===== src/source/cart_pkg.sv =====
//==========================================================
// Cartridge definitions
// ROM header locations, load options and decoded cartridge
// information shared by the decode and backup logic
//==========================================================

package cart_pkg;

	// Width of the ROM and RAM address masks
	localparam int MASK_W = 24;

	// Copier header in front of the ROM image
	localparam logic [31:0] HEADER_SKIP = 32'd512;

	// Header size word offsets inside the image
	// RAM size word follows 2 bytes later
	localparam logic [31:0] LOROM_HDR   = 32'h7FD6;
	localparam logic [31:0] HIROM_HDR   = 32'hFFD6;
	localparam logic [31:0] EXHIROM_HDR = 32'h40FFD6;

	typedef enum logic [2:0] {
		hdr_auto    = 3'd0,
		hdr_none    = 3'd1,
		hdr_lorom   = 3'd2,
		hdr_hirom   = 3'd3,
		hdr_exhirom = 3'd4
	} hdr_mode_e;

	// Power-on work RAM contents
	typedef enum logic [1:0] {
		fill_9966 = 2'd0,
		fill_00ff = 2'd1,
		fill_55   = 2'd2,
		fill_ff   = 2'd3
	} fill_pattern_e;

	typedef struct packed {
		hdr_mode_e     hdr_mode;
		fill_pattern_e fill_pattern;
		logic [1:0]    region_sel;   // 0 auto, 2 NTSC, 3 PAL
		logic          bk_load;
		logic          bk_save;
		logic          autosave;
	} cart_opts_t;

	typedef struct packed {
		logic [7:0]        rom_type;
		logic [MASK_W-1:0] rom_mask;
		logic [MASK_W-1:0] ram_mask;
		logic              region;
	} cart_info_t;

endpackage


===== src/source/host_pkg.sv =====
//==========================================================
// Host interface definitions
// Download stream, cheat codes and SD sector requests
//==========================================================

package host_pkg;

	// Download index reserved for cheat files
	localparam logic [7:0] CHEAT_INDEX = 8'hFF;

	// One word of the host download stream
	typedef struct packed {
		logic [24:0] addr;
		logic [15:0] data;
		logic        wr;
	} dl_word_t;

	// Complete cheat code, flags in the top word
	typedef struct packed {
		logic [31:0] flags;
		logic [31:0] address;
		logic [31:0] compare;
		logic [31:0] replace;
	} cheat_code_t;

	// Sector request towards the SD image
	typedef struct packed {
		logic [31:0] lba;
		logic        rd;
		logic        wr;
	} sd_req_t;

	// Backup RAM transfer direction
	typedef enum logic [1:0] {
		bk_idle    = 2'd0,
		bk_loading = 2'd1,
		bk_saving  = 2'd2
	} bk_state_e;

endpackage


===== src/source/header_decode.sv =====
//==========================================================
// ROM header decode
// Picks ROM type, size fields and region out of the
// cartridge download and derives the address masks
//==========================================================

`timescale 1ns/1ns

module header_decode (
	input  logic                 clk_sys,
	input  logic                 reset,
	input  logic                 cart_download,
	input  host_pkg::dl_word_t   dl,
	input  cart_pkg::cart_opts_t opts,
	output cart_pkg::cart_info_t info,
	output logic                 pal
);
	import cart_pkg::*;

	logic [3:0]  rom_size;
	logic [3:0]  ram_size;
	logic        region;
	logic [7:0]  rom_type;
	logic        hdr_fixed;
	logic [31:0] hdr_addr;
	logic [31:0] wr_addr;

	assign wr_addr = {7'd0, dl.addr};

	// Location of the size word for a forced mapping
	always_comb begin
		hdr_fixed = 1'b1;
		case (opts.hdr_mode)
			hdr_lorom:   hdr_addr = LOROM_HDR + HEADER_SKIP;
			hdr_hirom:   hdr_addr = HIROM_HDR + HEADER_SKIP;
			hdr_exhirom: hdr_addr = EXHIROM_HDR + HEADER_SKIP;
			default: begin
				hdr_fixed = 1'b0;
				hdr_addr  = '0;
			end
		endcase
	end

	//==========================================================
	// Field capture
	//==========================================================

	always_ff @(posedge clk_sys) begin
		if (reset) begin
			rom_size <= 4'hC;
			ram_size <= 4'h0;
			region   <= 1'b0;
			rom_type <= 8'd0;
		end else if (cart_download && dl.wr) begin
			if (dl.addr == '0) begin
				rom_size <= 4'hC;
				ram_size <= 4'h0;
				// Auto mode takes both sizes from the first byte
				if (opts.hdr_mode == hdr_auto && dl.data[7:0] != 8'h00) begin
					ram_size <= dl.data[7:4];
					rom_size <= dl.data[3:0];
				end
				case (opts.hdr_mode)
					hdr_none:    rom_type <= 8'd0;
					hdr_lorom:   rom_type <= 8'd0;
					hdr_hirom:   rom_type <= 8'd1;
					hdr_exhirom: rom_type <= 8'd2;
					default:     rom_type <= dl.data[15:8];
				endcase
			end

			if (dl.addr == 25'd2)
				region <= dl.data[8];

			if (hdr_fixed) begin
				if (wr_addr == hdr_addr)
					rom_size <= dl.data[11:8];
				if (wr_addr == hdr_addr + 32'd2)
					ram_size <= dl.data[3:0];
			end
		end
	end

	//==========================================================
	// Masks and region
	//==========================================================

	always_comb begin
		info.rom_type = rom_type;
		info.rom_mask = (MASK_W'(1024) << rom_size) - MASK_W'(1);
		if (ram_size != 4'h0)
			info.ram_mask = (MASK_W'(1024) << ram_size) - MASK_W'(1);
		else
			info.ram_mask = '0;
		info.region = region;
	end

	// Region override from the menu, held while loading
	always_ff @(posedge clk_sys) begin
		if (reset)
			pal <= 1'b0;
		else if (!cart_download)
			pal <= (opts.region_sel == 2'd0) ? region : opts.region_sel[0];
	end

	// Cartridge info only moves as a result of a download write
	assert property (@(posedge clk_sys) disable iff (reset)
		(!$past(cart_download) && !$past(reset)) |-> $stable(info));

endmodule


===== src/source/cheat_decode.sv =====
//==========================================================
// Cheat code assembly
// Collects eight 16-bit words into one 128-bit code
//==========================================================

`timescale 1ns/1ns

module cheat_decode (
	input  logic                  clk_sys,
	input  logic                  reset,
	input  logic                  code_download,
	input  host_pkg::dl_word_t    dl,
	output host_pkg::cheat_code_t cheat,
	output logic                  cheat_valid,
	output logic                  cheat_clear
);

	logic code_wr;

	assign code_wr = code_download && dl.wr;

	// Strobes for a finished code and a new cheat file
	always_ff @(posedge clk_sys) begin
		if (reset) begin
			cheat_valid <= 1'b0;
			cheat_clear <= 1'b0;
		end else begin
			cheat_valid <= code_wr && (dl.addr[3:0] == 4'd14);
			cheat_clear <= code_wr && (dl.addr == '0);
		end
	end

	// Word placement, low half first
	always_ff @(posedge clk_sys) begin
		if (code_wr) begin
			case (dl.addr[3:0])
				4'd0:    cheat.flags[15:0]    <= dl.data;
				4'd2:    cheat.flags[31:16]   <= dl.data;
				4'd4:    cheat.address[15:0]  <= dl.data;
				4'd6:    cheat.address[31:16] <= dl.data;
				4'd8:    cheat.compare[15:0]  <= dl.data;
				4'd10:   cheat.compare[31:16] <= dl.data;
				4'd12:   cheat.replace[15:0]  <= dl.data;
				4'd14:   cheat.replace[31:16] <= dl.data;
				default: ;
			endcase
		end
	end

	// One strobe per code
	assert property (@(posedge clk_sys) disable iff (reset)
		cheat_valid |=> !cheat_valid);

endmodule


===== src/source/ram_clear.sv =====
//==========================================================
// Work RAM clear
// Sweeps every work RAM address once per cartridge load
// and supplies the selected power-on pattern
//==========================================================

`timescale 1ns/1ns

module ram_clear #(
	parameter int FILL_BITS = 17
) (
	input  logic                    clk_sys,
	input  logic                    reset,
	input  logic                    cart_download,
	input  cart_pkg::fill_pattern_e pattern,
	output logic [FILL_BITS-1:0]    fill_addr,
	output logic [7:0]              fill_data,
	output logic                    fill_we
);
	import cart_pkg::*;

	logic download_q;

	// Start on download rise, stop after the last address
	always_ff @(posedge clk_sys) begin
		if (reset) begin
			download_q <= 1'b0;
			fill_we    <= 1'b0;
			fill_addr  <= '0;
		end else begin
			download_q <= cart_download;
			if (cart_download && !download_q)
				fill_we <= 1'b1;

			if (fill_we) begin
				fill_addr <= fill_addr + 1'b1;
				if (&fill_addr)
					fill_we <= 1'b0;
			end else begin
				fill_addr <= '0;
			end
		end
	end

	// Pattern generator
	always_comb begin
		case (pattern)
			fill_9966: fill_data = (fill_addr[8] ^ fill_addr[2]) ? 8'h66 : 8'h99;
			fill_00ff: fill_data = (fill_addr[9] ^ fill_addr[0]) ? 8'hFF : 8'h00;
			fill_55:   fill_data = 8'h55;
			default:   fill_data = 8'hFF;
		endcase
	end

	// Each sweep begins at address zero
	assert property (@(posedge clk_sys) disable iff (reset)
		!fill_we |-> (fill_addr == '0));

endmodule


===== src/source/backup_sequencer.sv =====
//==========================================================
// Backup RAM sequencer
// Loads and saves battery RAM sector by sector through
// SD image requests, with autosave on menu open
//==========================================================

`timescale 1ns/1ns

module backup_sequencer (
	input  logic                 clk_sys,
	input  logic                 reset,
	input  logic                 cart_download,
	input  logic [23:0]          ram_mask,
	input  cart_pkg::cart_opts_t opts,
	input  logic                 osd_open,
	input  logic                 img_mounted,
	input  logic                 img_readonly,
	input  logic [31:0]          img_size,
	input  logic                 bsram_write,
	input  logic                 sd_ack,
	output host_pkg::sd_req_t    sd,
	output host_pkg::bk_state_e  state,
	output logic                 pending
);
	import host_pkg::*;

	logic bk_ena;
	logic download_q;
	logic load_q;
	logic save_q;
	logic ack_q;
	logic save_req;
	logic load_edge;
	logic start_user;
	logic start_auto;
	logic last_sector;

	// Menu save or autosave of dirty RAM
	assign save_req    = opts.bk_save | (pending & osd_open & opts.autosave);
	assign load_edge   = opts.bk_load && !load_q;
	assign start_user  = bk_ena && (load_edge || (save_req && !save_q));
	assign start_auto  = bk_ena && download_q && !cart_download && (img_size != 32'd0);
	assign last_sector = sd.lba >= {17'd0, ram_mask[23:9]};

	//==========================================================
	// Enable and pending flag
	//==========================================================

	// Save image is mounted by the end of the download
	always_ff @(posedge clk_sys) begin
		if (reset) begin
			bk_ena     <= 1'b0;
			download_q <= 1'b0;
		end else begin
			download_q <= cart_download;
			if (cart_download && !download_q)
				bk_ena <= 1'b0;
			if (cart_download && img_mounted && !img_readonly)
				bk_ena <= |ram_mask;
		end
	end

	always_ff @(posedge clk_sys) begin
		if (reset)
			pending <= 1'b0;
		else if (bk_ena && !osd_open && bsram_write)
			pending <= 1'b1;
		else if (state != bk_idle)
			pending <= 1'b0;
	end

	//==========================================================
	// Sector sequencing
	//==========================================================

	always_ff @(posedge clk_sys) begin
		if (reset) begin
			state  <= bk_idle;
			sd.rd  <= 1'b0;
			sd.wr  <= 1'b0;
			load_q <= 1'b0;
			save_q <= 1'b0;
			ack_q  <= 1'b0;
		end else begin
			load_q <= opts.bk_load;
			save_q <= save_req;
			ack_q  <= sd_ack;

			// Request accepted
			if (sd_ack && !ack_q) begin
				sd.rd <= 1'b0;
				sd.wr <= 1'b0;
			end

			case (state)
				bk_idle: begin
					if (start_user) begin
						if (load_edge)
							state <= bk_loading;
						else
							state <= bk_saving;
						sd.lba <= '0;
						sd.rd  <= load_edge;
						sd.wr  <= !load_edge;
					end
					// End of cartridge download pulls in the save file
					if (start_auto) begin
						state  <= bk_loading;
						sd.lba <= '0;
						sd.rd  <= 1'b1;
						sd.wr  <= 1'b0;
					end
				end
				default: begin
					if (ack_q && !sd_ack) begin
						if (last_sector) begin
							state <= bk_idle;
						end else begin
							sd.lba <= sd.lba + 32'd1;
							sd.rd  <= (state == bk_loading);
							sd.wr  <= (state == bk_saving);
						end
					end
				end
			endcase
		end
	end

	// Never read and write the image at once
	assert property (@(posedge clk_sys) disable iff (reset)
		!(sd.rd && sd.wr));

endmodule


===== src/source/cart_loader_top.sv =====
//==========================================================
// Cartridge load controller
// Header decode, cheats, RAM clear and backup RAM with the
// combined core reset and user LED
//==========================================================

`timescale 1ns/1ns

module cart_loader_top #(
	parameter int FILL_BITS = 17
) (
	input  logic                  clk_sys,
	input  logic                  reset,
	input  logic                  download,
	input  logic [7:0]            dl_index,
	input  host_pkg::dl_word_t    dl,
	input  cart_pkg::cart_opts_t  opts,
	input  logic                  osd_open,
	input  logic                  img_mounted,
	input  logic                  img_readonly,
	input  logic [31:0]           img_size,
	input  logic                  bsram_write,
	input  logic                  sd_ack,
	output cart_pkg::cart_info_t  info,
	output logic                  pal,
	output host_pkg::cheat_code_t cheat,
	output logic                  cheat_valid,
	output logic                  cheat_clear,
	output logic [FILL_BITS-1:0]  fill_addr,
	output logic [7:0]            fill_data,
	output logic                  fill_we,
	output host_pkg::sd_req_t     sd,
	output logic                  bk_busy,
	output logic                  core_reset,
	output logic                  led_user
);
	import host_pkg::*;

	logic      cart_download;
	logic      code_download;
	logic      code_clear;
	logic      pending;
	bk_state_e bk_state;

	// Cheat files arrive on their own download index
	assign code_download = download && (dl_index == CHEAT_INDEX);
	assign cart_download = download && (dl_index != CHEAT_INDEX);

	header_decode u_header (
		.clk_sys       (clk_sys),
		.reset         (reset),
		.cart_download (cart_download),
		.dl            (dl),
		.opts          (opts),
		.info          (info),
		.pal           (pal)
	);

	cheat_decode u_cheat (
		.clk_sys       (clk_sys),
		.reset         (reset),
		.code_download (code_download),
		.dl            (dl),
		.cheat         (cheat),
		.cheat_valid   (cheat_valid),
		.cheat_clear   (code_clear)
	);

	ram_clear #(
		.FILL_BITS (FILL_BITS)
	) u_clear (
		.clk_sys       (clk_sys),
		.reset         (reset),
		.cart_download (cart_download),
		.pattern       (opts.fill_pattern),
		.fill_addr     (fill_addr),
		.fill_data     (fill_data),
		.fill_we       (fill_we)
	);

	// Core is held in reset while the RAM is swept
	backup_sequencer u_backup (
		.clk_sys       (clk_sys),
		.reset         (reset),
		.cart_download (cart_download),
		.ram_mask      (info.ram_mask),
		.opts          (opts),
		.osd_open      (osd_open),
		.img_mounted   (img_mounted),
		.img_readonly  (img_readonly),
		.img_size      (img_size),
		.bsram_write   (bsram_write & ~fill_we),
		.sd_ack        (sd_ack),
		.sd            (sd),
		.state         (bk_state),
		.pending       (pending)
	);

	assign cheat_clear = cart_download | code_clear;
	assign bk_busy     = (bk_state != bk_idle);
	assign core_reset  = reset | cart_download | (bk_state == bk_loading) | fill_we;
	assign led_user    = cart_download | (opts.autosave & pending);

endmodule


===== config.mk =====
export PLATFORM = sky130hd
export DESIGN_NAME = cart_loader_top
export DESIGN_NICKNAME = d
export VERILOG_FILES = /design/src/source/cart_pkg.sv /design/src/source/host_pkg.sv /design/src/source/header_decode.sv /design/src/source/cheat_decode.sv /design/src/source/ram_clear.sv /design/src/source/backup_sequencer.sv /design/src/source/cart_loader_top.sv
export SDC_FILE = /design/constraint.sdc
export NUM_CORES = 1
export LEC_CHECK = 0
export ABC_AREA = 0
export BUFFER_PORTS_ARGS = -buffer_cell sky130_fd_sc_hd__buf_4
export CORE_ASPECT_RATIO = 0.6
export CORE_MARGIN = 8
export CORE_UTILIZATION = 43
export CTS_CLUSTER_DIAMETER = 200
export DETAILED_ROUTE_END_ITERATION = 8
export PLACE_DENSITY = 0.74
export SLEW_MARGIN = 20
export SYNTH_ARGS = -nofsm -noshare
export SYNTH_HDL_FRONTEND = slang
export SYNTH_HIERARCHICAL = 1
export SYNTH_SLANG_ARGS = --single-unit

===== constraint.sdc =====
create_clock -name clk_sys -period 4.3 [get_ports clk_sys]
set_input_delay 1.075 -clock clk_sys [delete_from_list [all_inputs] [get_ports clk_sys]]
set_output_delay 1.075 -clock clk_sys [all_outputs]
set_load 0.01 [all_outputs]

==> impl_metrics.py <==
metrics = {
    "clock_network": {
        "clk_latency_ps": 490,
        "numCtsBuffers": 20,
        "clkSinkCount": 209,
        "path_clk_slew_ps": 70,
        "post_cts_buffers": 0,
        "clock-root-buffer": "clkbuf_16",
        "htreeDepth": 1,
        "cts_tree": "yes",
        "clock_path_buffers": 3,
    },
    "setup_path": {
        "crit_fanout": 16,
        "crit_type": "flip-flop to flip-flop",
        "crit_buf_inv": 2,
        "arrival_ps": 4340,
        "cp.required_ps": 4640,
        "cp_top_family": "simple AND/OR/NAND/NOR gates",
        "path_cells": "or2_2, or3_1, ha_1, nor2_2, a31oi_1, o22ai_1, inv_1, ha_1, a21oi_1, o21ai_0, a22oi_1, nand3_2, or3_1, buf_4, nor2_1",
        "cp-start-kind": "flip-flop",
        "cpMaxStageDelayCell": "or3_1",
        "rr_startpoint": "u_header/ram_size[2]$_SDFFE_PP0P_",
        "endpoint": "u_backup/sd[5]$_DFFE_PP_",
        "cp_slowest_stage_delay_ps": 380,
        "r2r_end": "u_backup/sd[5]$_DFFE_PP_",
        "worst-r2r-cell-count": 15,
        "cp.depth": 15,
        "rrSetupSlack_ps": 300,
        "cp-startpoint": "u_header/ram_size[2]$_SDFFE_PP0P_",
        "critPathCaptureType": "flip-flop",
    },
    "route": {
        "dr.first_iter.drc_count": 465,
        "drc": 0,
        "avgRoutedWirePerCell_um": 21.2,
        "via_per_inst": 5.32,
        "drt_pass1_iterations": 5,
        "vias": 7474,
        "postRouteAntennaNets": 0,
        "drt-total-wl_um": 29700,
    },
    "synth": {
        "synth_top_area_cell": "edfxtp_1",
        "yosys_warnings": 6,
        "yosysTopAreaCellShare": 0.515,
        "synthTopCellsByArea": "edfxtp_1 (52%), dfxtp_1 (11%), ha_1 (2.7%)",
        "syn_inst": 762,
        "synth-seq-area-share": 0.621,
        "ys_ff_latch": 209,
        "syn_area_per_cell_um2": 12.2,
        "synth_ff_type": "edfxtp_1",
        "async_flop_share": 0,
        "synth_edf_count": 160,
        "syn_area_um2": 9320,
        "synth_common_cells": "edfxtp_1 (160), nand2_1 (55), dfxtp_1 (49), nor2_1 (42), inv_1 (38)",
        "synth_most_common_cell": "edfxtp_1",
        "ys_types": 78,
    },
    "flow_run": {
        "drv_cap": 0,
    },
    "timing": {
        "setup_violations": 0,
        "hold_viol": 0,
        "slew_headroom": 0.327,
        "fmax_mhz": 250,
        "maxSlewViolCount": 0,
        "rsz0062_at_grt": "no",
        "fin_hold_ws_ps": 455,
        "tightest_slew_ps": 997,
        "fin_crit_sh": 0.931,
        "setup_tns_ps": 0,
        "fin_skew_ps": 5.44,
        "min_period_ps": 4000,
    },
    "global_routing": {
        "grt_pass1_wl_um": 43700,
        "grt_max_degree": 34,
        "grt_pass1_vias": 7282,
        "track_usage": 0.209,
        "antenna_found_initial": 0,
        "overflow": 0,
    },
    "outcome": {
        "run_status": "complete, no violations",
    },
    "finish": {
        "drive_gt1_frac": 0.386,
        "multi_input_area_um2": 3190,
        "syn_to_final_growth_pct": 37.1,
        "regArea_um2": 5790,
        "fill_cells": 1731,
        "antenna_cells": 0,
        "fin_nets": 1232,
    },
    "placed_design": {
        "dpl.hpwl_um": 22800,
        "gp_congestion": 0.885,
        "port_buffers": 340,
    },
    "die": {
        "initial_core_util": 0.441,
        "rows": 41,
        "boundaryPins": 351,
        "dieHeight_um": 130,
        "dieWidth_um": 206,
        "core_um2": 21100,
        "die-area_um2": 26800,
    },
    "min_path": {
        "min-delay-path-class": "flip-flop to flip-flop",
    },
    "pwr": {
        "leakage_nw": 5.06,
        "irDropWorstVdd_mv": 0.283,
        "powerDensity_nw_per_um2": 338,
    },
}
metrics by stage:
stage	instances	setup slack [ps]	area (um^2)	total power (W)	utilization
2_1_floorplan	786	46.5	9410	0.00244	-
3_3_place_gp	1369	553	12100	0.00264	0.575
3_5_place_dp	1369	321	12100	0.00265	0.575
4_1_cts	1405	291	12800	0.00435	0.604
5_1_grt	1405	6.97	12800	0.00447	0.605
6_report	1405	297	12800	0.00432	0.605
layout by cell type, fill, tap and decap left out, types with 5 or more instances in the layout:
master | synthesis | final
nor2_1 | 42 | 35
mux2i_1 | 12 | 12
nor4_1 | 28 | 28
or4_1 | 5 | 5
xnor2_1 | 7 | 7
nor2_2 | 3 | 10
clkbuf_16 | 0 | 21
and3_1 | 10 | 9
o31ai_1 | 7 | 7
edfxtp_1 | 160 | 160
nand2_1 | 55 | 55
o21ai_0 | 28 | 27
nor2b_1 | 13 | 13
o211ai_1 | 5 | 5
ha_1 | 20 | 20
nor4_2 | 5 | 5
nor2_4 | 8 | 8
or3_1 | 10 | 10
conb_1 | 2 | 26
a211oi_1 | 5 | 5
a31oi_1 | 6 | 6
nor3_1 | 11 | 9
a32oi_1 | 5 | 5
or2_2 | 6 | 6
inv_1 | 38 | 38
nand2b_1 | 18 | 18
and2_1 | 9 | 9
buf_4 | 26 | 355
nand3_1 | 24 | 24
nand4_1 | 14 | 14
xor2_1 | 13 | 13
dfxtp_1 | 49 | 49
a21oi_1 | 32 | 32
worst reg2reg max path, stage by stage (launching register included):
cell and delay [ps]:
dfxtp_1 310, or2_2 360, or3_1 340, ha_1 340
nor2_2 190, a31oi_1 100, o22ai_1 270, inv_1 80
ha_1 320, a21oi_1 180, o21ai_0 130, a22oi_1 300
nand3_2 150, or3_1 380, buf_4 240, nor2_1 170
how the worst min path moves through the flow:
stage,startpoint,to,slack [ps],cells past startpoint
4_1_cts,u_header/rom_type[5]$_SDFFE_PP0P_,u_header/rom_type[5]$_SDFFE_PP0P_,460,2
3_5_place_dp,u_header/rom_type[5]$_SDFFE_PP0P_,u_header/rom_type[5]$_SDFFE_PP0P_,450,2
5_1_grt,u_header/rom_type[3]$_SDFFE_PP0P_,u_header/rom_type[3]$_SDFFE_PP0P_,480,2
6_report,u_header/rom_type[5]$_SDFFE_PP0P_,u_header/rom_type[5]$_SDFFE_PP0P_,450,2
2_1_floorplan,u_backup/bk_ena$_SDFFE_PP0P_,u_backup/bk_ena$_SDFFE_PP0P_,470,2
3_3_place_gp,u_header/rom_type[3]$_SDFFE_PP0P_,u_header/rom_type[3]$_SDFFE_PP0P_,440,2
layer usage:
metal | vias up | GRT usage | routed length, um
met1 | 3599 | 0.283 | 12600
met5 | - | 0 | 0
li1 | 3488 | - | -
met4 | 0 | 0.0378 | 457
met2 | 353 | 0.330 | 13600
met3 | 34 | 0.0666 | 3070
flip-flops by register name (all words and copies together), names as in the netlist, 2 cells and up:
| register | cells |
|---|---|
| u_clear/fill_addr | 17 |
| u_header/ram_size | 4 |
| u_backup/state | 2 |
| u_cheat/cheat | 128 |
| u_backup/sd | 34 |
| u_header/rom_type | 8 |
| u_header/rom_size | 4 |
report_power, final:
| part | switching, W | internal (W) |
|---|---|---|
| registers | 0.0000395 | 0.00221 |
| clock network | 0.000747 | 0.000958 |
| logic | 0.000198 | 0.000163 |
| total | 0.000985 | 0.00333 |
timing repair:
item / CTS / global route
setup endpoints to repair: 0 / 9
hold buffers: 0 / 0
resized for setup: 0 / 2
logic make-up after synthesis:
| logic type | Yosys count | synth area share |
|---|---|---|
| simple gates | 290 | 0.185 |
| flops | 209 | 0.621 |
| compound gates | 116 | 0.0807 |
| buf+inv | 90 | 0.0505 |
| fa+ha+maj | 20 | 0.0268 |
| xor+xnor | 20 | 0.0188 |
| mux | 15 | 0.0165 |
| other cells | 2 | 0.000806 |
final cells by class:
class | count | area share
Clock buffer | 25 | 0.0423
Sequential cell | 209 | 0.453
Inverter | 38 | 0.0112
Tap cell | 279 | 0.0273
Timing Repair Buffer | 356 | 0.210
Clock inverter | 11 | 0.00705
Multi-Input combinational cell | 487 | 0.249
Note: power is estimated with default switching activity, not from simulation.
